$ cat src/pivot_pkg.sv
package pivot_pkg;

    // word widths
    parameter int ELEM_W = 32;             // one tableau element
    parameter int IDX_W  = ELEM_W / 2;     // row index and row count
    parameter int PROD_W = 2 * ELEM_W;     // exact product of two magnitudes

    // scalar types
    typedef logic signed [ELEM_W-1:0] elem_t;    // signed fixed-point element
    typedef logic        [ELEM_W-1:0] mag_t;     // unsigned, fits |most negative|
    typedef logic        [IDX_W-1:0]  row_idx_t; // row number inside one problem
    typedef logic        [PROD_W-1:0] prod_t;    // cross product, never overflows

    // one row after screening, signs already removed
    typedef struct packed {
        logic     eligible;  // candidate present
        logic     last;      // closes the problem
        row_idx_t idx;       // row number
        mag_t     piv_mag;   // |pivot column entry|
        mag_t     rhs_mag;   // |right-hand entry|
    } cand_t;

    // two candidates for one ratio comparison
    typedef struct packed {
        cand_t a;  // earlier row, wins ties
        cand_t b;  // later row
    } pair_t;

endpackage

$ cat src/pair_former.sv
`timescale 1ns/1ps

module pair_former (
    input  logic             clk,
    input  logic             areset,
    input  logic             row_valid,
    input  pivot_pkg::cand_t row,
    output logic             pair_valid,
    output pivot_pkg::pair_t pair
);
    import pivot_pkg::*;

    cand_t hold;    // first eligible row of an open pair
    logic  sel;     // 0: next eligible row opens, 1: it completes
    logic  emit;    // a pair leaves this cycle
    logic  open_a;  // row goes into the hold slot
    pair_t pair_d;  // next value of pair

    always_comb begin
        pair_d.a          = hold;
        pair_d.a.eligible = sel;   // empty slot when nothing held
        pair_d.a.last     = 1'b0;
        pair_d.b          = row;   // ineligible last row stays marked empty
        emit   = 1'b0;
        open_a = 1'b0;
        if (row_valid) begin
            if (row.last) begin
                emit = 1'b1;                 // flush, even with nothing eligible
            end else if (row.eligible) begin
                emit   = sel;                // second of the pair
                open_a = ~sel;               // first of the pair
            end
        end
    end

    // alternation toggle
    always_ff @(posedge clk or posedge areset) begin
        if (areset) begin
            sel <= 1'b0;
        end else if (row_valid) begin
            if (row.last) begin
                sel <= 1'b0;                 // next problem starts clean
            end else if (row.eligible) begin
                sel <= ~sel;
            end
        end
    end

    always_ff @(posedge clk) begin
        if (open_a) begin
            hold <= row;
        end
    end

    always_ff @(posedge clk or posedge areset) begin
        if (areset) begin
            pair_valid <= 1'b0;
        end else begin
            pair_valid <= emit;
        end
    end

    always_ff @(posedge clk) begin
        if (emit) begin
            pair <= pair_d;
        end
    end

endmodule

$ cat config.mk
export PLATFORM = sky130hd
export DESIGN_NAME = pair_former
export DESIGN_NICKNAME = d
export VERILOG_FILES = /design/src/pivot_pkg.sv /design/src/pair_former.sv
export SDC_FILE = /design/constraint.sdc
export NUM_CORES = 1
export LEC_CHECK = 0
export BUFFER_PORTS_ARGS = -buffer_cell sky130_fd_sc_hd__buf_4
export CAP_MARGIN = 10
export CELL_PAD_IN_SITES_DETAIL_PLACEMENT = 0
export CELL_PAD_IN_SITES_GLOBAL_PLACEMENT = 1
export CORE_ASPECT_RATIO = 0.6
export CORE_MARGIN = 10
export CORE_UTILIZATION = 40
export DETAILED_ROUTE_END_ITERATION = 10
export PLACE_DENSITY_LB_ADDON = 0.1
export RECOVER_POWER = 25
export SLEW_MARGIN = 15
export SYNTH_ARGS = -nofsm -noshare
export SYNTH_HDL_FRONTEND = slang
export SYNTH_SLANG_ARGS = --single-unit
export TNS_END_PERCENT = 5
$ cat constraint.sdc
create_clock -name clk -period 16.3 [get_ports clk]
set_input_delay 0.815 -clock clk [delete_from_list [all_inputs] [get_ports clk]]
set_output_delay 0.815 -clock clk [all_outputs]
set_load 0.01 [all_outputs]
# ---- After elaboration in Yosys (flattened, before gate mapping)
# Cells that the tools add are included.
# W data, S select, Z words.
dict set report classes {
  order_cmp 0
  shift 0
  n_mul 0
  eq_ne 0
  reduce_logical 2
  n_mux 8
  add_sub_neg 0
  n_bitwise 1
  div_mod_pow 0
}
# op count
set ops {}
lappend ops {{$mux W1} 8}
lappend ops {{$reduce_and A2 Y1} 1}
lappend ops {{$reduce_bool A2 Y1} 1}
lappend ops {{$not A1 Y1} 1}
dict set report word_totals {
  input_bits 85
  output_inout_bits 165
  rom_bits 0
  ram_bits 0
  mem_count 0
  reg_bits 245
  elab_cells 25
  latchBits 0
}

# ---- Depth between registers and ports, before layout
# Gate-level depths: netlist of run 1.
dict set report logic_depth {
  word_depth 4
  mapped_depth 2
  ltp_nobuf 2
}

# ---- Least setup slack after synthesis of run 1
# OpenSTA, ideal clock, no wires.
dict set report synth_timing {
  kind {in2reg}
  from {input row[81] (netlist bit)}
  to {register pair_valid}
  t_arrival_ps 8084
  stages 2
  t_required_ps 15424
  setup_time_ps 876
  slack_ps 7339
  n_path_buf 0
  path_cell_list {a21oi_1 > nor2b_1}
}
dict set report synth_via {
  elab_chain_cells 3
}
# item line
set synth_rtl {}
lappend synth_rtl {{from (decl)} pair_former.sv:7} ;# input pivot_pkg::cand_t row,
lappend synth_rtl {{$mux W1} pair_former.sv:29} ;# end else if (row.eligible) begin
lappend synth_rtl {{$mux W1} pair_former.sv:27} ;# if (row.last) begin
lappend synth_rtl {{$mux W1} pair_former.sv:26} ;# if (row_valid) begin
lappend synth_rtl {{net emit} pair_former.sv:15} ;# logic emit;
lappend synth_rtl {{to (signal assigned)} pair_former.sv:59} ;# pair_valid <= emit;
lappend synth_rtl {{to (decl)} pair_former.sv:8} ;# output logic pair_valid,
# The timed path passes the listed nets, and every way through them passes these cells.
# A chain may end at the register's enable or synchronous reset.

# ---- Final worst setup path of run 1
dict set report layout_timing {
  from {input row[81] (netlist bit)}
  to {register pair[90] (netlist bit), enable pin}
}
dict set report layout_via {
  elab_chain_cells 3
}
# item line
set layout_rtl {}
lappend layout_rtl {{$mux W1} pair_former.sv:29}
lappend layout_rtl {{$mux W1} pair_former.sv:27}
lappend layout_rtl {{$mux W1} pair_former.sv:26}
lappend layout_rtl {{net emit} pair_former.sv:15}
lappend layout_rtl {{to (signal assigned)} pair_former.sv:65} ;# pair <= pair_d;
lappend layout_rtl {{to (decl)} pair_former.sv:9} ;# output pivot_pkg::pair_t pair
# The timed path passes the listed nets, and every way through them passes these cells.

==> impl_metrics.yaml, run 1 <==
layout:
  drive_gt1_frac: 0.483
  fin_util: 0.563
  multi_input_area_um2: 51.3
  syn2layout_area_growth_pct: 37.7
  fin_nets: 613
  finalNonFillerCells: 785
  final_cell_mix: "243 x edfxtp_1, 207 x buf_4, 26 x clkbuf_1"
  final_common_cell: "edfxtp_1"
  regArea_um2: 7350
  fill_cells: 1460
  final_area_um2: 10200
setup_path:
  critical_path_class: "in2reg"
  reg2reg_depth: 4
  worstSetupEndpointType: "register"
  r2r_slack_ps: 13160
  critPathRequiredTime_ps: 16400
  startpoint_type: "input pin"
  worstPathArrival_ps: 3280
  worstReg2RegStart: "sel$_DFFE_PP0P_"
  crit_fanout: 80
  rr_endpoint: "pair[90]$_DFFE_PP_"
sta:
  slew_headroom: 0.275
  rsz0062_at_grt: "no"
  hold_viol: 0
  setup_viol: 0
  final.setup.tns_ps: 0
  slew_violations: 0
  max_freq_mhz: 315
  hold_ws_ps: 180
  worst_slew_pin_slew_ps: 1090
  finalCritPeriodShare: 0.195
  finClkSkew_ps: 7.26
  min_period_ps: 3180
  fin_ws_ps: 13120
global_routing:
  gr-total-overflow: 0
  grt_util_all_layers: 0.121
  grt_pass1_vias: 3673
  grt_pass1_wl_um: 23000
  grt_max_degree: 82
  antenna_found_initial: 0
floorplanning:
  top_level_ports: 250
  coreArea_um2: 18100
  die_w_um: 196
  start_util: 0.408
  die_h_um: 125
  dieArea_um2: 24500
  num_rows: 38
synth:
  synth.largest_area_cell: "edfxtp_1"
  synthTopCellsByArea: "edfxtp_1 99%, dfrtp_1 0.68%, and4bb_1 0.17%"
  ys_seq_elements: 245
  muxShareOfSynthArea: 0
  yosysSeqAreaShare: 0.993
  postSynthCellCount: 253
  synth_cell_types: 10
  syn_area_um2: 7400
  synth_top_family_by_area: "simple AND/OR/NAND/NOR gates"
  synth_compound_gate_area_share: 0.00237
  netlist.area_leader.share: 0.986
  synth_fa_ha_area_frac: 0
  syn-num-nets: 338
  yosys.area_share.simple: 0.00254
  avgSynthCellArea_um2: 29.2
  synth_xor_area_frac: 0
  ys_warn_count: 0
power:
  total_power_mw: 1.29
  swShare: 0.198
  vdd_ir_drop_max_mv: 0.0722
  pwr-share-seq: 0.568
  clockPowerShare: 0.375
  p_leak_nw: 3.78
  p_per_area_nw_per_um2: 126
  p_comb_frac: 0.057
  internal-power_mw: 1.03
  power.switching_uw: 254
drt:
  routedWlPerCell_um: 20.0
  drt_wl_total_um: 15700
  drt_iter0_drc: 197
  drc_errors: 0
  post_drt_via_cell_ratio: 4.42
  vias: 3466
  ant_nets: 0
  drtPass1Iterations: 4
clock_tree:
  cts_tree: "yes"
  clockRootBuffer: "clkbuf_16"
  cts_setup_buffers: 0
  clkLatencyLatePin_ps: 480
  cts_inserted_buffers: 23
  clockBufferDepth: 3
  htreeDepth: 1
  cts_hold_buf: 0
  cts_sinks: 245
  clk_pin_slew_worst_paths_ps: 60
  cts_resized: 0
placement:
  dp_hpwl_um: 11300
  place_congestion: 0.715
  place_inst: 743
  dpl_cell_area_um2: 9590
  port_buffers: 248
  dp_slack_ps: 12520
status:
  outcome: "completed"
min_path:
  hold_class: "in2async"
job:
  max-cap-violations: 0
[layout make-up]
type                            count  share of cell area
Inverter                            1            0.000368
Sequential cell                   245               0.721
Antenna cell                        1            0.000246
Tap cell                          240              0.0295
Clock inverter                     13             0.00884
Clock buffer                       28              0.0583
Multi-Input combinational cell      6             0.00503
Timing Repair Buffer              251               0.177
[worst max-delay path by stage]
| stage | startpoint | end | slack [ps] | cells past startpoint |
|---|---|---|---|---|
| 2_1_floorplan | row[81] | pair_valid$_DFF_PP0_ | 7340 | 2 |
| 3_3_place_gp | row[81] | pair[10]$_DFFE_PP_ | 12600 | 5 |
| 3_5_place_dp | row[81] | pair[10]$_DFFE_PP_ | 12520 | 5 |
| 4_1_cts | row[81] | pair[52]$_DFFE_PP_ | 13060 | 5 |
| 5_1_grt | row[81] | pair[10]$_DFFE_PP_ | 12890 | 5 |
| 6_report | row[81] | pair[90]$_DFFE_PP_ | 13120 | 5 |
[power by group through the flow]
stage / Combinational, mW / Sequential, mW / Clock [mW]
floorplan: 0.0106 / 0.761 / 0
global placement: 0.0776 / 0.745 / 0
detailed placement: 0.0782 / 0.746 / 0
CTS: 0.0783 / 0.732 / 0.500
global route: 0.0796 / 0.734 / 0.525
finish: 0.0730 / 0.732 / 0.483
[worst max-delay path, stage by stage]
cell	delay [ps]
buf_4	100
a21oi_1	90
nor2b_4	610
buf_4	710
buf_4	870
[cell families (layout without fill, tap and decap cells)]
logic type | count (synthesis) | count (layout)
other | 1 | 2
AOI/OAI and AO/OA | 3 | 3
DFF | 245 | 245
and+or+nand+nor | 2 | 2
buffers and inverters | 2 | 293
[cell usage after synthesis]
| library cell | instances |
|---|---|
| a21o_1 | 1 |
| dfrtp_1 | 2 |
| nor2b_1 | 1 |
| and4bb_1 | 1 |
| inv_1 | 1 |
| edfxtp_1 | 243 |
| o21ai_0 | 1 |
| conb_1 | 1 |
| buf_4 | 1 |
| a21oi_1 | 1 |
[metal layers]
metal | track usage | routed length, µm | vias to the layer above
li1 | - | - | 1585
met4 | 0.0242 | 157 | 0
met3 | 0.0731 | 2010 | 12
met2 | 0.183 | 7160 | 147
met1 | 0.146 | 6380 | 1722
met5 | 0 | 0 | -
[registers in the layout (all words and copies together) (netlist names)]
signal / flops
pair: 163
pair_valid: 1
sel: 1
hold: 80
(Power assumes the default switching activity.)
==> inputs of run 2 (changes only) <==
--- a/config.mk
+++ b/config.mk
@@ -11,7 +11,7 @@
 export CELL_PAD_IN_SITES_GLOBAL_PLACEMENT = 1
 export CORE_ASPECT_RATIO = 0.6
 export CORE_MARGIN = 10
-export CORE_UTILIZATION = 40
+export CORE_UTILIZATION = 38
 export DETAILED_ROUTE_END_ITERATION = 10
 export PLACE_DENSITY_LB_ADDON = 0.1
 export RECOVER_POWER = 25
==> constraint.sdc (replaced) <==
create_clock -name clk -period 2.64 [get_ports clk]
set_input_delay 0.132 -clock clk [delete_from_list [all_inputs] [get_ports clk]]
set_output_delay 0.132 -clock clk [all_outputs]
set_load 0.01 [all_outputs]
==> run 2 against run 1 <==
  * Global-route usage up 0.70 points
  * First-iteration DRC count up 8.1%
  * Non-clock buffer count up 85
  * Setup slack worse by 12000 ps
  * Largest cell class unchanged
==> impl_metrics.yaml, run 2 (synthesis results as in run 1) <==
status:
  outcome: "completed"
clock_tree:
  cts_sinks: 245
  clockBufferDepth: 3
  clk_pin_slew_worst_paths_ps: 60
  cts_inserted_buffers: 23
  clockRootBuffer: "clkbuf_16"
  htreeDepth: 1
  cts_tree: "yes"
  clkLatencyLatePin_ps: 490
sta:
  rsz0062_at_grt: "no"
  worst_slew_pin_slew_ps: 841
  hold_viol: 0
  hold_ws_ps: 36.2
  slew_headroom: 0.439
  finClkSkew_ps: 8.64
  setup_viol: 0
  max_freq_mhz: 591
  finalCritPeriodShare: 0.641
  slew_violations: 0
  min_period_ps: 1690
setup_path:
  critical_path_class: "reg2reg"
  worstSetupEndpointType: "register"
  crit_start: "sel$_DFFE_PP0P_"
  critPathRequiredTime_ps: 2760
  worstReg2RegStart: "sel$_DFFE_PP0P_"
  startpoint_type: "register"
  crit_fanout: 135
  worstPathArrival_ps: 1810
power:
  vdd_ir_drop_max_mv: 0.528
  pwr-share-seq: 0.570
  p_comb_frac: 0.068
  p_leak_nw: 4.01
  swShare: 0.200
  clockPowerShare: 0.361
  internal-power_mw: 6.34
  power.switching_mw: 1.59
  p_per_area_nw_per_um2: 725
layout:
  drive_gt1_frac: 0.369
  top_regs: "pair: 163 flops, hold: 80 flops"
  syn2layout_area_growth_pct: 47.7
  regArea_um2: 7350
  largest_reg_flops: 163
  top_register: "pair"
  multi_input_area_um2: 55.1
  fin_util: 0.573
  diodes: 0
  fill_cells: 1464
  fin_nets: 698
  final_cell_mix: "243 x edfxtp_1, 168 x buf_4, 84 x dlygate4sd3_1"
  final_common_cell: "edfxtp_1"
global_routing:
  gr-total-overflow: 0
  grt_pass1_wl_um: 25500
  grt_max_degree: 136
  antenna_found_initial: 0
  grt_util_all_layers: 0.128
  grt_pass1_vias: 4145
floorplanning:
  die_h_um: 128
  die_w_um: 200
  start_util: 0.388
  top_level_ports: 250
  num_rows: 39
  coreArea_um2: 19100
  dieArea_um2: 25600
drt:
  routedWlPerCell_um: 19.1
  drt_wl_total_um: 17000
  post_drt_via_cell_ratio: 4.26
  vias: 3794
  ant_nets: 0
  drt_iter0_drc: 213
  drtPass1Iterations: 4
  drc_errors: 0
job:
  max-cap-violations: 0
placement:
  port_buffers: 248
  dp_hpwl_um: 11500
  place_congestion: 0.740
min_path:
  hold_class: "in2async"
run 2: repair_timing:
action                                 in CTS  in global routing
setup buffers                               0                  0
gates resized for setup                     0                  0
hold buffers                               84                  0
endpoints found under the hold margin     165                  0
run 2: per-layer routing:
layer,wire length [µm],global-route usage
met1,6900,0.160
met2,7780,0.191
met3,1990,0.0679
met4,324,0.0339
met5,0,0
run 2: final timing paths:
check                                       end  cells past startpoint  slack, ps
min reg2reg                 pair[153]$_DFFE_PP_                      0        410
max reg2reg                 pair[122]$_DFFE_PP_                      3        950
min in group clk             hold[63]$_DFFE_PP_                      2        390
max in group asynchronous       sel$_DFFE_PP0P_                      3       2500
min                        pair_valid$_DFF_PP0_                      3         40
max                         pair[122]$_DFFE_PP_                      3        950
run 2: layout make-up:
cell class / instances / area share
sequential: 245 / 0.672
multi-input combinational: 6 / 0.00504
clock buffer: 30 / 0.0551
clock inverter: 6 / 0.00252
tap: 266 / 0.0305
inverter: 1 / 0.000343
timing repair buffer: 336 / 0.234
run 2: per-stage QoR:
stage / total power [mW] / std cells / setup WS (ps) / instance area [µm²] / TNS [ps]
2_1_floorplan: 4.74 / 253 / -647 / 7410 / -126820
3_3_place_gp: 5.08 / 770 / 1030 / 9640 / 0
3_5_place_dp: 5.09 / 770 / 999 / 9640 / 0
4_1_cts: 8.07 / 890 / 979 / 11100 / 0
5_1_grt: 8.25 / 890 / 895 / 10900 / 0
6_report: 7.92 / 890 / 947 / 10900 / 0
run 2: power by group through the flow:
stage	clock, mW	sequential (mW)	combinational [mW]
2_1_floorplan	0	4.67	0.0677
3_3_place_gp	0	4.60	0.487
3_5_place_dp	0	4.60	0.490
4_1_cts	2.96	4.52	0.591
5_1_grt	3.12	4.53	0.588
6_report	2.86	4.52	0.542
run 2: worst max-delay path, cell delays in order (launching register included):
cell     delay (ps)
dfrtp_1         400
a21oi_2          90
nor2b_4         140
buf_12          440
