===== src/pivot_pkg.sv =====
package pivot_pkg;

    // word widths
    parameter int ELEM_W = 32;             // one tableau element
    parameter int IDX_W  = ELEM_W / 2;     // row index and row count
    parameter int PROD_W = 2 * ELEM_W;     // exact product of two magnitudes

    // scalar types
    typedef logic signed [ELEM_W-1:0] elem_t;    // signed fixed-point element
    typedef logic        [ELEM_W-1:0] mag_t;     // unsigned, fits |most negative|
    typedef logic        [IDX_W-1:0]  row_idx_t; // row number inside one problem
    typedef logic        [PROD_W-1:0] prod_t;    // cross product, never overflows

    // one row after screening, signs already removed
    typedef struct packed {
        logic     eligible;  // candidate present
        logic     last;      // closes the problem
        row_idx_t idx;       // row number
        mag_t     piv_mag;   // |pivot column entry|
        mag_t     rhs_mag;   // |right-hand entry|
    } cand_t;

    // two candidates for one ratio comparison
    typedef struct packed {
        cand_t a;  // earlier row, wins ties
        cand_t b;  // later row
    } pair_t;

endpackage


===== src/row_screen.sv =====
`timescale 1ns/1ps

module row_screen (
    input  logic                clk,
    input  logic                areset,
    input  pivot_pkg::row_idx_t num_rows,
    input  logic                in_valid,
    input  pivot_pkg::elem_t    in_pivot,
    input  pivot_pkg::elem_t    in_rhs,
    output logic                row_valid,
    output pivot_pkg::cand_t    row
);
    import pivot_pkg::*;

    // two's complement magnitude, the most negative value maps to 2**(ELEM_W-1)
    function automatic mag_t magnitude(elem_t x);
        return x[ELEM_W-1] ? mag_t'(-x) : mag_t'(x);
    endfunction

    row_idx_t cnt;       // row number of the next accepted row
    row_idx_t last_idx;  // num_rows - 1
    logic     in_vld;    // input register holds a row
    row_idx_t in_idx;    // number of the registered row
    logic     in_last;   // registered row closes the problem
    elem_t    in_piv_q;  // registered pivot entry
    elem_t    in_rhs_q;  // registered rhs entry
    cand_t    row_d;     // screened row, next value of row

    assign last_idx = num_rows - row_idx_t'(1);

    // row counter and input strobe
    always_ff @(posedge clk or posedge areset) begin
        if (areset) begin
            cnt    <= '0;
            in_vld <= 1'b0;
        end else begin
            in_vld <= in_valid;
            if (in_valid) begin
                cnt <= (cnt == last_idx) ? '0 : cnt + row_idx_t'(1); // wrap for next problem
            end
        end
    end

    // input register
    always_ff @(posedge clk) begin
        if (in_valid) begin
            in_piv_q <= in_pivot;
            in_rhs_q <= in_rhs;
            in_idx   <= cnt;
            in_last  <= (cnt == last_idx);
        end
    end

    // eligibility: nonzero pivot with the same sign as rhs
    always_comb begin
        row_d.eligible = (in_piv_q != '0) && (in_piv_q[ELEM_W-1] == in_rhs_q[ELEM_W-1]);
        row_d.last     = in_last;
        row_d.idx      = in_idx;
        row_d.piv_mag  = magnitude(in_piv_q);
        row_d.rhs_mag  = magnitude(in_rhs_q);  // zero rhs gives ratio 0
    end

    always_ff @(posedge clk or posedge areset) begin
        if (areset) begin
            row_valid <= 1'b0;
        end else begin
            row_valid <= in_vld;
        end
    end

    always_ff @(posedge clk) begin
        if (in_vld) begin
            row <= row_d;
        end
    end

endmodule


===== config.mk =====
export PLATFORM = sky130hd
export DESIGN_NAME = row_screen
export DESIGN_NICKNAME = d
export VERILOG_FILES = /design/src/pivot_pkg.sv /design/src/row_screen.sv
export SDC_FILE = /design/constraint.sdc
export NUM_CORES = 1
export LEC_CHECK = 0
export BUFFER_PORTS_ARGS = -buffer_cell sky130_fd_sc_hd__buf_4
export CAP_MARGIN = 10
export CORE_ASPECT_RATIO = 1.1
export CORE_MARGIN = 2
export CORE_UTILIZATION = 50
export CTS_BUF_LIST = sky130_fd_sc_hd__clkbuf_8
export CTS_CLUSTER_SIZE = 16
export DETAILED_ROUTE_END_ITERATION = 8
export PLACE_DENSITY_LB_ADDON = 0.25
export SLEW_MARGIN = 20
export SYNTH_ARGS = -nofsm -noshare
export SYNTH_HDL_FRONTEND = slang
export SYNTH_SLANG_ARGS = --single-unit
export TNS_END_PERCENT = 10

===== constraint.sdc =====
create_clock -name clk -period 3.7 [get_ports clk]
set_clock_uncertainty 0.1 [all_clocks]
set_input_delay 0.74 -clock clk [delete_from_list [all_inputs] [get_ports clk]]
set_output_delay 0.74 -clock clk [all_outputs]
set_load 0.05 [all_outputs]

======== Word-level counts from Yosys, hierarchy flattened ========
Cells that the tools add are included.
storage, ports and cells
  flip-flop bits (word level) ............. 181
  bits of input ports ..................... 83
  output and inout port bits .............. 83
  word-level logic and storage cells ...... 25
operators by class
  add/sub/neg operators ................... 4
  eq/ne operators ......................... 2
  multiplexer cells ....................... 3
  reduce and logical (&&, ||, !) cells .... 2
operators by type and width
  kind                                                                   count
  32-bit negation                                                        2
  31-bit two-way mux                                                     2
  32-bit nonzero test                                                    1
  16-bit by 1-bit adder with 16-bit output (second input constant)       1
  16-bit equality test                                                   1
  16-bit two-way mux                                                     1
  16-bit by 1-bit subtractor with 16-bit output (second input constant)  1
  1-bit equality test                                                    1
  1-bit logical AND                                                      1

======== Logic depth before layout (Yosys ltp) ========
Gate-level depths: netlist of run 1.
  depth in word-level cells ............... 3
  mapped depth ............................ 10
  gate-level depth less buffers ........... 9

======== Worst setup path before layout of run 1 ========
OpenSTA, ideal clock, no wires.
  path type ............................... in2reg
  from .................................... in num_rows[0]
  to ...................................... reg cnt[10]
  arrival time ............................ 3.016 ns
  data required time ...................... 3.479 ns
  setup slack ............................. 0.463 ns
  stages on the path ...................... 10
  buffers on the path ..................... 1
  cells stage by stage .................... inv_1 > ha_1 > nor4b_2 > nand4b_1 > or4b_1 > a31oi_1 > o21ai_1 > nor3_1 > buf_2 > nor2_1
on the way
  word-level cells in the longest chain between the ends .. 3
RTL lines
  element                                        line              source
  from (decl)                                    row_screen.sv:6   input pivot_pkg::row_idx_t num_rows,
  16-bit by 1-bit subtractor with 16-bit output  row_screen.sv:29  assign last_idx = num_rows - row_idx_t'(1);
  16-bit equality test                           row_screen.sv:39  cnt <= (cnt == last_idx) ? '0 : cnt + row_idx_t'(1);
  16-bit two-way mux                             row_screen.sv:39
  to (signal assigned)                           row_screen.sv:39
  to (decl)                                      row_screen.sv:20  row_idx_t cnt;
No other way between the ends.
A chain may end at the register's enable or synchronous reset.

==> flow_metrics.py, run 1 <==
metrics = {
    "die": {
        "die-width_um": 121,
        "fp.coreArea_mm2": 0.0149,
        "die_area_mm2": 0.0161,
        "rows": 47,
        "start_util_pct": 50.7,
        "ios": 166,
        "dieHeight_um": 133,
    },
    "critical_path": {
        "path_class": "register to register",
        "crit_slowest_cell": "or4_4",
        "cpMostUsedCell": "or4_4",
        "critPathArrivalTime_ps": 3330,
        "crit_family": "simple AND/OR/NAND/NOR gates",
        "crit_chain": "or4_4, or3_4, or4_4, or3_4, or4_4, o21ai_2, xnor2_1",
        "path_buf_inv": 0,
        "critical_path.max_fanout": 4,
        "crit_path_end_kind": "register",
        "worstPathRequired_ps": 3800,
        "critPathLaunchType": "register",
        "critPathMaxStageDelay_ps": 560,
    },
    "placement": {
        "port_buffers": 165,
        "dp.cells": 875,
        "place.gp.congestion": 0.900,
        "hpwl_um": 11000,
    },
    "drt": {
        "drtPass1Iterations": 4,
        "drt-initial-drc-count": 246,
        "highest_layer": "met4",
        "drcViolationCount": 0,
        "drt-vias-per-instance": 5.29,
        "dr_wl_met3_um": 1020,
        "antenna_left": 0,
        "wl_met2_um": 8200,
        "routedLengthMet1_um": 5430,
        "vias": 4801,
        "routedWlPerCell_um": 16.7,
        "drt_wl_total_um": 15100,
    },
    "layout": {
        "fin_nets": 786,
        "fill_cells": 1165,
        "syn_to_final_growth_pct": 24.9,
        "final_cells": 908,
        "layout-drive-gt1-share_pct": 30.8,
        "multi_input_area_mm2": 0.00211,
        "seqCellArea_mm2": 0.00535,
        "antennaDiodeCount": 0,
    },
    "sta": {
        "finalCritPeriodShare_pct": 87.5,
        "hold_violations": 0,
        "tightest_slew_ps": 1040,
        "slew_headroom_pct": 30.8,
        "setup_violations": 0,
        "period_needed_ps": 3240,
        "tns_ps": 0,
        "rsz0062_at_grt": "false",
        "final_max_slew_viol_count": 0,
        "fmax_ghz": 0.309,
    },
    "cts": {
        "post_cts_resized": 0,
        "cts_tree": "built",
        "cts_sinks": 181,
        "holdBufCountCts": 0,
        "cts.path.max_buffers": 2,
        "clkTransAtPathRegs_ps": 100,
        "root_buffer": "clkbuf_8",
        "cts-buffers-inserted": 17,
        "h-tree-depth": 4,
        "insertion_delay_ps": 450,
        "cts_setup_buffers": 0,
    },
    "global_route": {
        "grt_pass1_vias": 4783,
        "grt_use_total_pct": 19.2,
        "antenna_found_initial": 0,
        "grt.overflow.total": 0,
        "grt_max_degree": 84,
        "grt_pass1_wl_um": 23500,
    },
    "synthesis": {
        "synth_edf_count": 163,
        "yosysUniqueCellTypes": 48,
        "synthArstFlopShare_pct": 9.94,
        "syn_area_mm2": 0.00757,
        "syn-num-nets": 608,
        "ys.flop_type": "edfxtp_1",
        "synth_warnings": 0,
        "ys_ff_latch": 181,
        "syn_avg_cell_area_um2": 14.5,
        "ys_seq_area_share_pct": 70.6,
        "syn_inst": 521,
    },
    "pwr": {
        "p_per_area_mw_per_mm2": 510,
        "max-vdd-ir-drop_mv": 0.228,
        "p_leak_uw": 0.00358,
    },
    "outcome": {
        "status": "finished, final reports clean",
    },
    "run": {
        "maxCapViolCount": 0,
    },
    "worst_hold_path": {
        "hold_class": "input port to async pin",
    },
}
## power by group
group          internal (uW)  switching (uW)  total, uW  leakage, uW
Combinational            326             589        915      0.00153
Sequential              2480             160       2640      0.00185
Clock                    511             758       1270     0.000200
## stage by stage
stage	area [um2]	hold slack (ps)	worst slack, ps	total power, uW	utilization [%]
finish	9450	281	464	4820	63.3
global route	9450	297	340	5020	63.3
CTS	9440	258	453	4870	63.2
detailed placement	9050	305	466	3600	60.6
global placement	9050	301	528	3570	60.6
floorplan	7570	300	463	3250	-
## layout make-up
class / count / area share, %
clock buffers: 17 / 2.47
clock inverters: 15 / 1.63
inverters: 18 / 0.715
multi-input cells: 310 / 22.4
flip-flops and latches: 181 / 56.6
well taps: 196 / 2.59
repair buffers: 171 / 13.7
## cell usage in the layout, fill, tap and decap left out, drive strengths merged, types with 3 or more instances in the layout
| master | synthesis | layout |
|---|---|---|
| nor3 | 10 | 10 |
| or3 | 5 | 5 |
| clkinv | 0 | 4 |
| a21oi | 7 | 7 |
| nand3 | 6 | 6 |
| nand2 | 36 | 36 |
| o21ai | 25 | 25 |
| or4 | 10 | 10 |
| buf | 1 | 171 |
| clkbuf | 11 | 17 |
| nor4 | 5 | 5 |
| nand4 | 8 | 8 |
| o31ai | 17 | 17 |
| nand2b | 6 | 6 |
| inv | 18 | 29 |
| dfrtp | 18 | 18 |
| o41ai | 8 | 8 |
| nor2 | 35 | 35 |
| a31oi | 3 | 3 |
| or2 | 3 | 3 |
| xor2 | 18 | 18 |
| nor4b | 5 | 5 |
| xnor2 | 73 | 73 |
| edfxtp | 163 | 163 |
| ha | 4 | 4 |
| and3 | 5 | 5 |
## metal layers
metal | GRT usage, % | vias up
li1 | - | 2304
met1 | 20.8 | 2295
met2 | 34.2 | 163
met3 | 5.69 | 39
met4 | 9.13 | 0
met5 | 0 | -
## registers in the layout (all words and copies together) (netlist names)
register	cells
in_last	1
in_vld	1
in_idx	16
in_piv_q	32
cnt	16
in_rhs_q	32
row	82
row_valid	1
## Yosys cell counts, drive strengths merged (2+ instances only)
master | n | area [um2]
or4 | 10 | 86.3
or3 | 5 | 41.3
inv | 18 | 67.6
clkbuf | 11 | 41.3
and3 | 5 | 31.3
nor4b | 5 | 50.0
o41ai | 8 | 70.1
edfxtp | 163 | 4890
or2 | 3 | 18.8
mux2i | 2 | 20.0
a31oi | 3 | 18.8
xor2 | 18 | 158
dfrtp | 18 | 450
o21ai | 25 | 140
nor4 | 5 | 31.3
nor3 | 10 | 50.1
nor2 | 35 | 131
a41oi | 2 | 17.5
nand2 | 36 | 135
and4 | 2 | 17.5
nand2b | 6 | 37.5
nand3 | 6 | 30.0
xnor2 | 73 | 639
ha | 4 | 50.1
o31ai | 17 | 128
a21oi | 7 | 35.0
nand4 | 8 | 50.1
## kinds of logic after synthesis
logic type                 Yosys count  synth area share [%]
AOI/OAI and AO/OA                   70                  6.30
xor gates and xnor gates            91                  10.5
adders and majority gates            4                 0.661
buffers and inverters               30                  1.50
DFF                                181                  70.6
muxes                                2                 0.264
and+or+nand+nor                    143                  10.2
## worst paths after layout
check / from / to / slack [ps] / cells after the start
worst max-delay path: in_rhs_q[13] / row[26] / 460 / 7
worst min-delay path: areset / row_valid / 280 / 2
min in group clk: in_idx[1] / row[65] / 330 / 0
worst max register to register: in_rhs_q[13] / row[26] / 460 / 7
worst min register to register: in_idx[1] / row[65] / 330 / 0
max in group asynchronous: areset / in_vld / 2720 / 2
Power figures use the tool's default switching activity.
==> inputs of run 2 (changes only) <==
--- a/config.mk
+++ b/config.mk
@@ -7,9 +7,11 @@
 export LEC_CHECK = 0
 export BUFFER_PORTS_ARGS = -buffer_cell sky130_fd_sc_hd__buf_4
 export CAP_MARGIN = 10
+export CELL_PAD_IN_SITES_DETAIL_PLACEMENT = 1
+export CELL_PAD_IN_SITES_GLOBAL_PLACEMENT = 2
 export CORE_ASPECT_RATIO = 1.1
 export CORE_MARGIN = 2
-export CORE_UTILIZATION = 50
+export CORE_UTILIZATION = 39
 export CTS_BUF_LIST = sky130_fd_sc_hd__clkbuf_8
 export CTS_CLUSTER_SIZE = 16
 export DETAILED_ROUTE_END_ITERATION = 8
==> constraint.sdc (replaced) <==
create_clock -name clk -period 3.72 [get_ports clk]
set_clock_uncertainty 0.1 [all_clocks]
set_input_delay 0.744 -clock clk [delete_from_list [all_inputs] [get_ports clk]]
set_output_delay 0.744 -clock clk [all_outputs]
set_load 0.05 [all_outputs]
==> flow_metrics.py, run 2 (synthesized netlist as in run 1, its figures left out) <==
metrics = {
    "critical_path": {
        "path_class": "register to register",
        "critical_path.max_fanout": 4,
        "crit_path_end_kind": "register",
        "worstPathRequired_ps": 3830,
        "critPathArrivalTime_ps": 3390,
        "critPathLaunchType": "register",
        "ff2ff_path_depth": 7,
    },
    "sta": {
        "final_max_slew_viol_count": 0,
        "tns_ps": 0,
        "period_needed_ps": 3280,
        "fmax_ghz": 0.305,
        "setup_violations": 0,
        "slew_headroom_pct": 30.3,
        "hold_violations": 0,
        "finalCritPeriodShare_pct": 88.1,
        "tightest_slew_ps": 1050,
        "rsz0062_at_grt": "false",
    },
    "layout": {
        "fill_cells": 1988,
        "layout-drive-gt1-share_pct": 30.7,
        "fin_nets": 787,
        "regMostFlops": "row",
        "syn_to_final_growth_pct": 25.8,
        "largest_register_ffs": 82,
        "seqCellArea_mm2": 0.00535,
        "design_area_mm2": 0.00952,
        "layout_common_cells": "buf_4, edfxtp_1, xnor2_1, nand2_1, nor2_1",
        "multi_input_area_mm2": 0.00211,
        "reg_top3": "row (82), in_piv_q (32), in_rhs_q (32)",
        "final_common_cell": "buf_4",
        "antennaDiodeCount": 0,
        "final_cells": 960,
        "fin_util_pct": 49.9,
    },
    "drt": {
        "drt-initial-drc-count": 186,
        "drcViolationCount": 0,
        "routedWlPerCell_um": 17.6,
        "drtPass1Iterations": 4,
        "antenna_left": 0,
        "drt-vias-per-instance": 4.97,
        "vias": 4775,
        "drt_wl_total_um": 16900,
    },
    "placement": {
        "hpwl_um": 12400,
        "dp.cells": 926,
        "place.gp.congestion": 0.894,
        "port_buffers": 165,
        "place_area_mm2": 0.00911,
    },
    "pwr": {
        "internal_power_uw": 3280,
        "pwr-share-clk_pct": 26.1,
        "max-vdd-ir-drop_mv": 0.195,
        "p_leak_uw": 0.00357,
        "swShare_pct": 31.5,
        "p_comb_share_pct": 19.3,
        "power_uw": 4790,
        "p_per_area_mw_per_mm2": 503,
        "power.net_switching_uw": 1510,
        "power_frac_seq_pct": 54.6,
    },
    "global_route": {
        "grt.overflow.total": 0,
        "grt_use_total_pct": 16.5,
        "antenna_found_initial": 0,
        "grt_pass1_wl_um": 25300,
        "grt_max_degree": 84,
        "grt_pass1_vias": 4744,
    },
    "cts": {
        "h-tree-depth": 4,
        "cts-buffers-inserted": 17,
        "cts_setup_buffers": 0,
        "cts_tree": "built",
        "holdBufCountCts": 0,
        "cts_sinks": 181,
        "insertion_delay_ps": 460,
        "post_cts_resized": 0,
        "clkTransAtPathRegs_ps": 100,
        "cts.path.max_buffers": 2,
        "root_buffer": "clkbuf_8",
    },
    "die": {
        "dieHeight_um": 150,
        "rows": 53,
        "start_util_pct": 39.6,
        "fp.coreArea_mm2": 0.0191,
        "ios": 166,
        "die_area_mm2": 0.0205,
        "die-width_um": 137,
    },
    "run": {
        "maxCapViolCount": 0,
    },
    "outcome": {
        "status": "finished, final reports clean",
    },
    "worst_hold_path": {
        "hold_class": "input port to async pin",
    },
}
run 2: changes by cell type in the layout (fill, tap and decap cells not counted), sizes merged:
cell / delta
buf: +1
clkinvlp: +2
inv: -2
run 2: metal layers:
layer	part of all wire, %	vias to the layer above	global-route usage (%)
met5	0	-	0
met4	2.5	0	6.65
met3	4.7	21	4.21
met2	53	114	29.1
met1	40	2343	19.1
li1	-	2297	-
run 2: critical path, cell delays in order, from the launching register on:
cell,delay [ps]
edfxtp_1,450
or4_4,560
or3_4,370
or4_4,450
or3_4,390
or4_4,470
o21ai_2,170
xnor2_1,80
run 2: per-stage QoR:
stage	hold WS (ps)	setup WS, ps
after floorplan	300	479
after global placement	303	510
after detailed placement	305	362
after CTS	294	435
after global routing	308	152
final	299	444
run 2: layout make-up:
class | instances | area share (%)
sequential | 181 | 56.2
multi-input combinational | 310 | 22.2
timing repair buffer | 172 | 13.8
tap | 247 | 3.25
clock buffer | 17 | 2.46
clock inverter | 15 | 1.46
inverter | 18 | 0.709
run 2: path summary, 6_finish.rpt:
kind	startpoint	to	slack (ps)
hold / removal	areset	in_vld	300
hold reg to reg	in_idx[14]	row[78]	330
setup reg to reg	in_rhs_q[12]	row[30]	440
min in group clk	in_idx[14]	row[78]	330
setup / recovery	in_rhs_q[12]	row[30]	440
max in group asynchronous	areset	in_vld	2690
run 2: power groups by stage:
| stage | registers (uW) | logic (uW) | clock network (uW) |
|---|---|---|---|
| after detailed placement | 2680 | 916 | 0 |
| after CTS | 2630 | 916 | 1300 |
| after global placement | 2670 | 900 | 0 |
| final | 2620 | 925 | 1250 |
| after global routing | 2640 | 979 | 1380 |
| after floorplan | 3000 | 236 | 0 |
==> inputs of run 3 (changes only) <==
--- a/config.mk
+++ b/config.mk
@@ -5,13 +5,14 @@
 export SDC_FILE = /design/constraint.sdc
 export NUM_CORES = 1
 export LEC_CHECK = 0
+export ABC_AREA = 1
 export BUFFER_PORTS_ARGS = -buffer_cell sky130_fd_sc_hd__buf_4
 export CAP_MARGIN = 10
 export CELL_PAD_IN_SITES_DETAIL_PLACEMENT = 1
 export CELL_PAD_IN_SITES_GLOBAL_PLACEMENT = 2
 export CORE_ASPECT_RATIO = 1.1
 export CORE_MARGIN = 2
-export CORE_UTILIZATION = 39
+export CORE_UTILIZATION = 36
 export CTS_BUF_LIST = sky130_fd_sc_hd__clkbuf_8
 export CTS_CLUSTER_SIZE = 16
 export DETAILED_ROUTE_END_ITERATION = 8
==> flow_metrics.py, run 3 <==
metrics = {
    "sta": {
        "period_needed_ps": 2530,
        "final_max_slew_viol_count": 0,
        "hold_violations": 0,
        "tightest_slew_ps": 801,
        "fmax_ghz": 0.396,
        "slew_headroom_pct": 46.6,
        "tns_ps": 0,
        "finalCritPeriodShare_pct": 67.9,
        "setup_violations": 0,
        "rsz0062_at_grt": "false",
        "hold_slack_ps": 327,
    },
    "cts": {
        "holdBufCountCts": 0,
        "cts_setup_buffers": 0,
        "cts-buffers-inserted": 17,
        "post_cts_resized": 0,
        "root_buffer": "clkbuf_8",
        "clkTransAtPathRegs_ps": 100,
        "h-tree-depth": 4,
        "cts_tree": "built",
        "cts.path.max_buffers": 2,
        "cts_sinks": 181,
        "insertion_delay_ps": 450,
    },
    "synthesis": {
        "syn-num-nets": 834,
        "ys_seq_area_share_pct": 65.4,
        "ys.flop_type": "edfxtp_1",
        "synthArstFlopShare_pct": 9.94,
        "synth_edf_count": 163,
        "syn_area_mm2": 0.00817,
        "ys_ff_latch": 181,
        "syn_avg_cell_area_um2": 10.9,
        "yosysMostFrequentCell": "edfxtp_1",
        "synth_warnings": 0,
        "synth.top_cells.by_area": "edfxtp_1, nand2_1, xor2_1, dfrtp_1, inv_1",
        "synth_top_area_cell": "edfxtp_1",
        "synth_commonest_cells": "edfxtp_1, nand2_1, inv_1",
        "yosysUniqueCellTypes": 31,
        "synth_top_area_share_pct": 59.9,
        "syn_inst": 747,
    },
    "global_route": {
        "antenna_found_initial": 0,
        "grt_use_total_pct": 16.7,
        "grt_pass1_wl_um": 30600,
        "grt.overflow.total": 0,
        "grt_max_degree": 84,
        "grt_pass1_vias": 5818,
    },
    "drt": {
        "dr_wl_met3_um": 762,
        "routedWlPerCell_um": 15.9,
        "drtPass1Iterations": 4,
        "highest_layer": "met4",
        "drt-vias-per-instance": 4.61,
        "drcViolationCount": 0,
        "wl_met2_um": 10400,
        "vias": 5697,
        "drt_wl_total_um": 19600,
        "routedLengthMet1_um": 8140,
        "drt-initial-drc-count": 314,
        "antenna_left": 0,
    },
    "layout": {
        "multi_input_area_mm2": 0.00237,
        "final_common_cell": "buf_4",
        "fill_cells": 2505,
        "largest_register_ffs": 82,
        "final_cells": 1236,
        "antennaDiodeCount": 0,
        "syn_to_final_growth_pct": 24.7,
        "layout_common_cells": "buf_4, edfxtp_1, nand2_1, inv_1, nor2_1",
        "regMostFlops": "row",
        "reg_top3": "row (82), in_piv_q (32), in_rhs_q (32)",
        "fin_util_pct": 46.0,
        "seqCellArea_mm2": 0.00535,
        "fin_nets": 1015,
        "layout-drive-gt1-share_pct": 23.4,
    },
    "run": {
        "maxCapViolCount": 0,
    },
    "critical_path": {
        "crit_family": "simple AND/OR/NAND/NOR gates",
        "path_buf_inv": 1,
        "crit_chain": "inv_1, ha_1, nand4_1, nor2_1, nand3b_1, nor3_1, a21oi_1, xor2_1",
        "critPathArrivalTime_ps": 2630,
        "worstPathRequired_ps": 3820,
        "path_class": "register to register",
        "crit_slowest_cell": "nor3_1",
        "critical_path.max_fanout": 4,
        "r2r_slack_ps": 1190,
        "critPathLaunchType": "register",
        "crit_path_end_kind": "register",
        "critPathMaxStageDelay_ps": 530,
    },
    "die": {
        "ios": 166,
        "rows": 57,
        "die-width_um": 148,
        "die_area_mm2": 0.0239,
        "start_util_pct": 36.8,
        "fp.coreArea_mm2": 0.0222,
        "dieHeight_um": 162,
    },
    "placement": {
        "hpwl_um": 15000,
        "place.gp.congestion": 0.792,
        "dp.cells": 1203,
        "port_buffers": 165,
    },
    "pwr": {
        "p_leak_uw": 0.00447,
        "power_uw": 5130,
        "max-vdd-ir-drop_mv": 0.207,
        "p_per_area_mw_per_mm2": 504,
    },
    "worst_hold_path": {
        "hold_class": "input port to async pin",
    },
    "outcome": {
        "status": "finished, final reports clean",
    },
}
run 3: cell count changes after synthesis, sizes merged, moves of 14 or more:
cell and delta:
inv +96, xnor2 -55, nand2 +123, o31ai -14
nor2 +54, xor2 +41, nand3 +29
run 3: path summary, 6_finish.rpt:
check | start | to | cells after the start
worst max-delay path | in_rhs_q[0] | row[24] | 8
worst min-delay path | areset | cnt[1] | 2
worst max register to register | in_rhs_q[0] | row[24] | 8
worst min register to register | in_idx[11] | row[75] | 0
max in group asynchronous | areset | in_vld | 2
min in group clk | in_idx[11] | row[75] | 0
run 3: final cells by class:
cell class              instances  area share (%)
repair buffers                169            12.6
clock inverters                14            1.49
multi-input cells             445            23.2
well taps                     295            3.62
flip-flops and latches        181            52.5
clock buffers                  18            2.43
inverters                     114            4.20
run 3: layer usage:
| layer | track usage (%) | up-vias |
|---|---|---|
| met5 | 0 | - |
| met4 | 5.33 | 0 |
| met3 | 2.78 | 14 |
| met2 | 30.8 | 109 |
| met1 | 19.8 | 2745 |
| li1 | - | 2829 |
run 3: power by group:
part           switching, uW  internal, uW
combinational            761           365
sequential               172          2500
clock                    710           622
total                   1640          3490
run 3: worst reg2reg max path, cell delays in order, from the launching register on:
cell	delay (ps)
edfxtp_1	400
inv_1	90
ha_1	190
nand4_1	210
nor2_1	250
nand3b_1	180
nor3_1	530
a21oi_1	170
xor2_1	170
run 3: cell families after synthesis:
group / Yosys count / synth area share (%)
AOI/OAI and AO/OA: 39 / 2.76
buffers and inverters: 121 / 5.65
DFF: 181 / 65.4
adders and majority gates: 4 / 0.612
xor gates and xnor gates: 77 / 8.25
and+or+nand+nor: 325 / 17.3
run 3: per-stage QoR:
| stage | cell area, um2 | worst slack [ps] |
|---|---|---|
| after global placement | 9770 | 1010 |
| final | 10200 | 1190 |
| after CTS | 10200 | 1240 |
| after global routing | 10200 | 1040 |
| after detailed placement | 9770 | 929 |
| after floorplan | 8170 | 1220 |
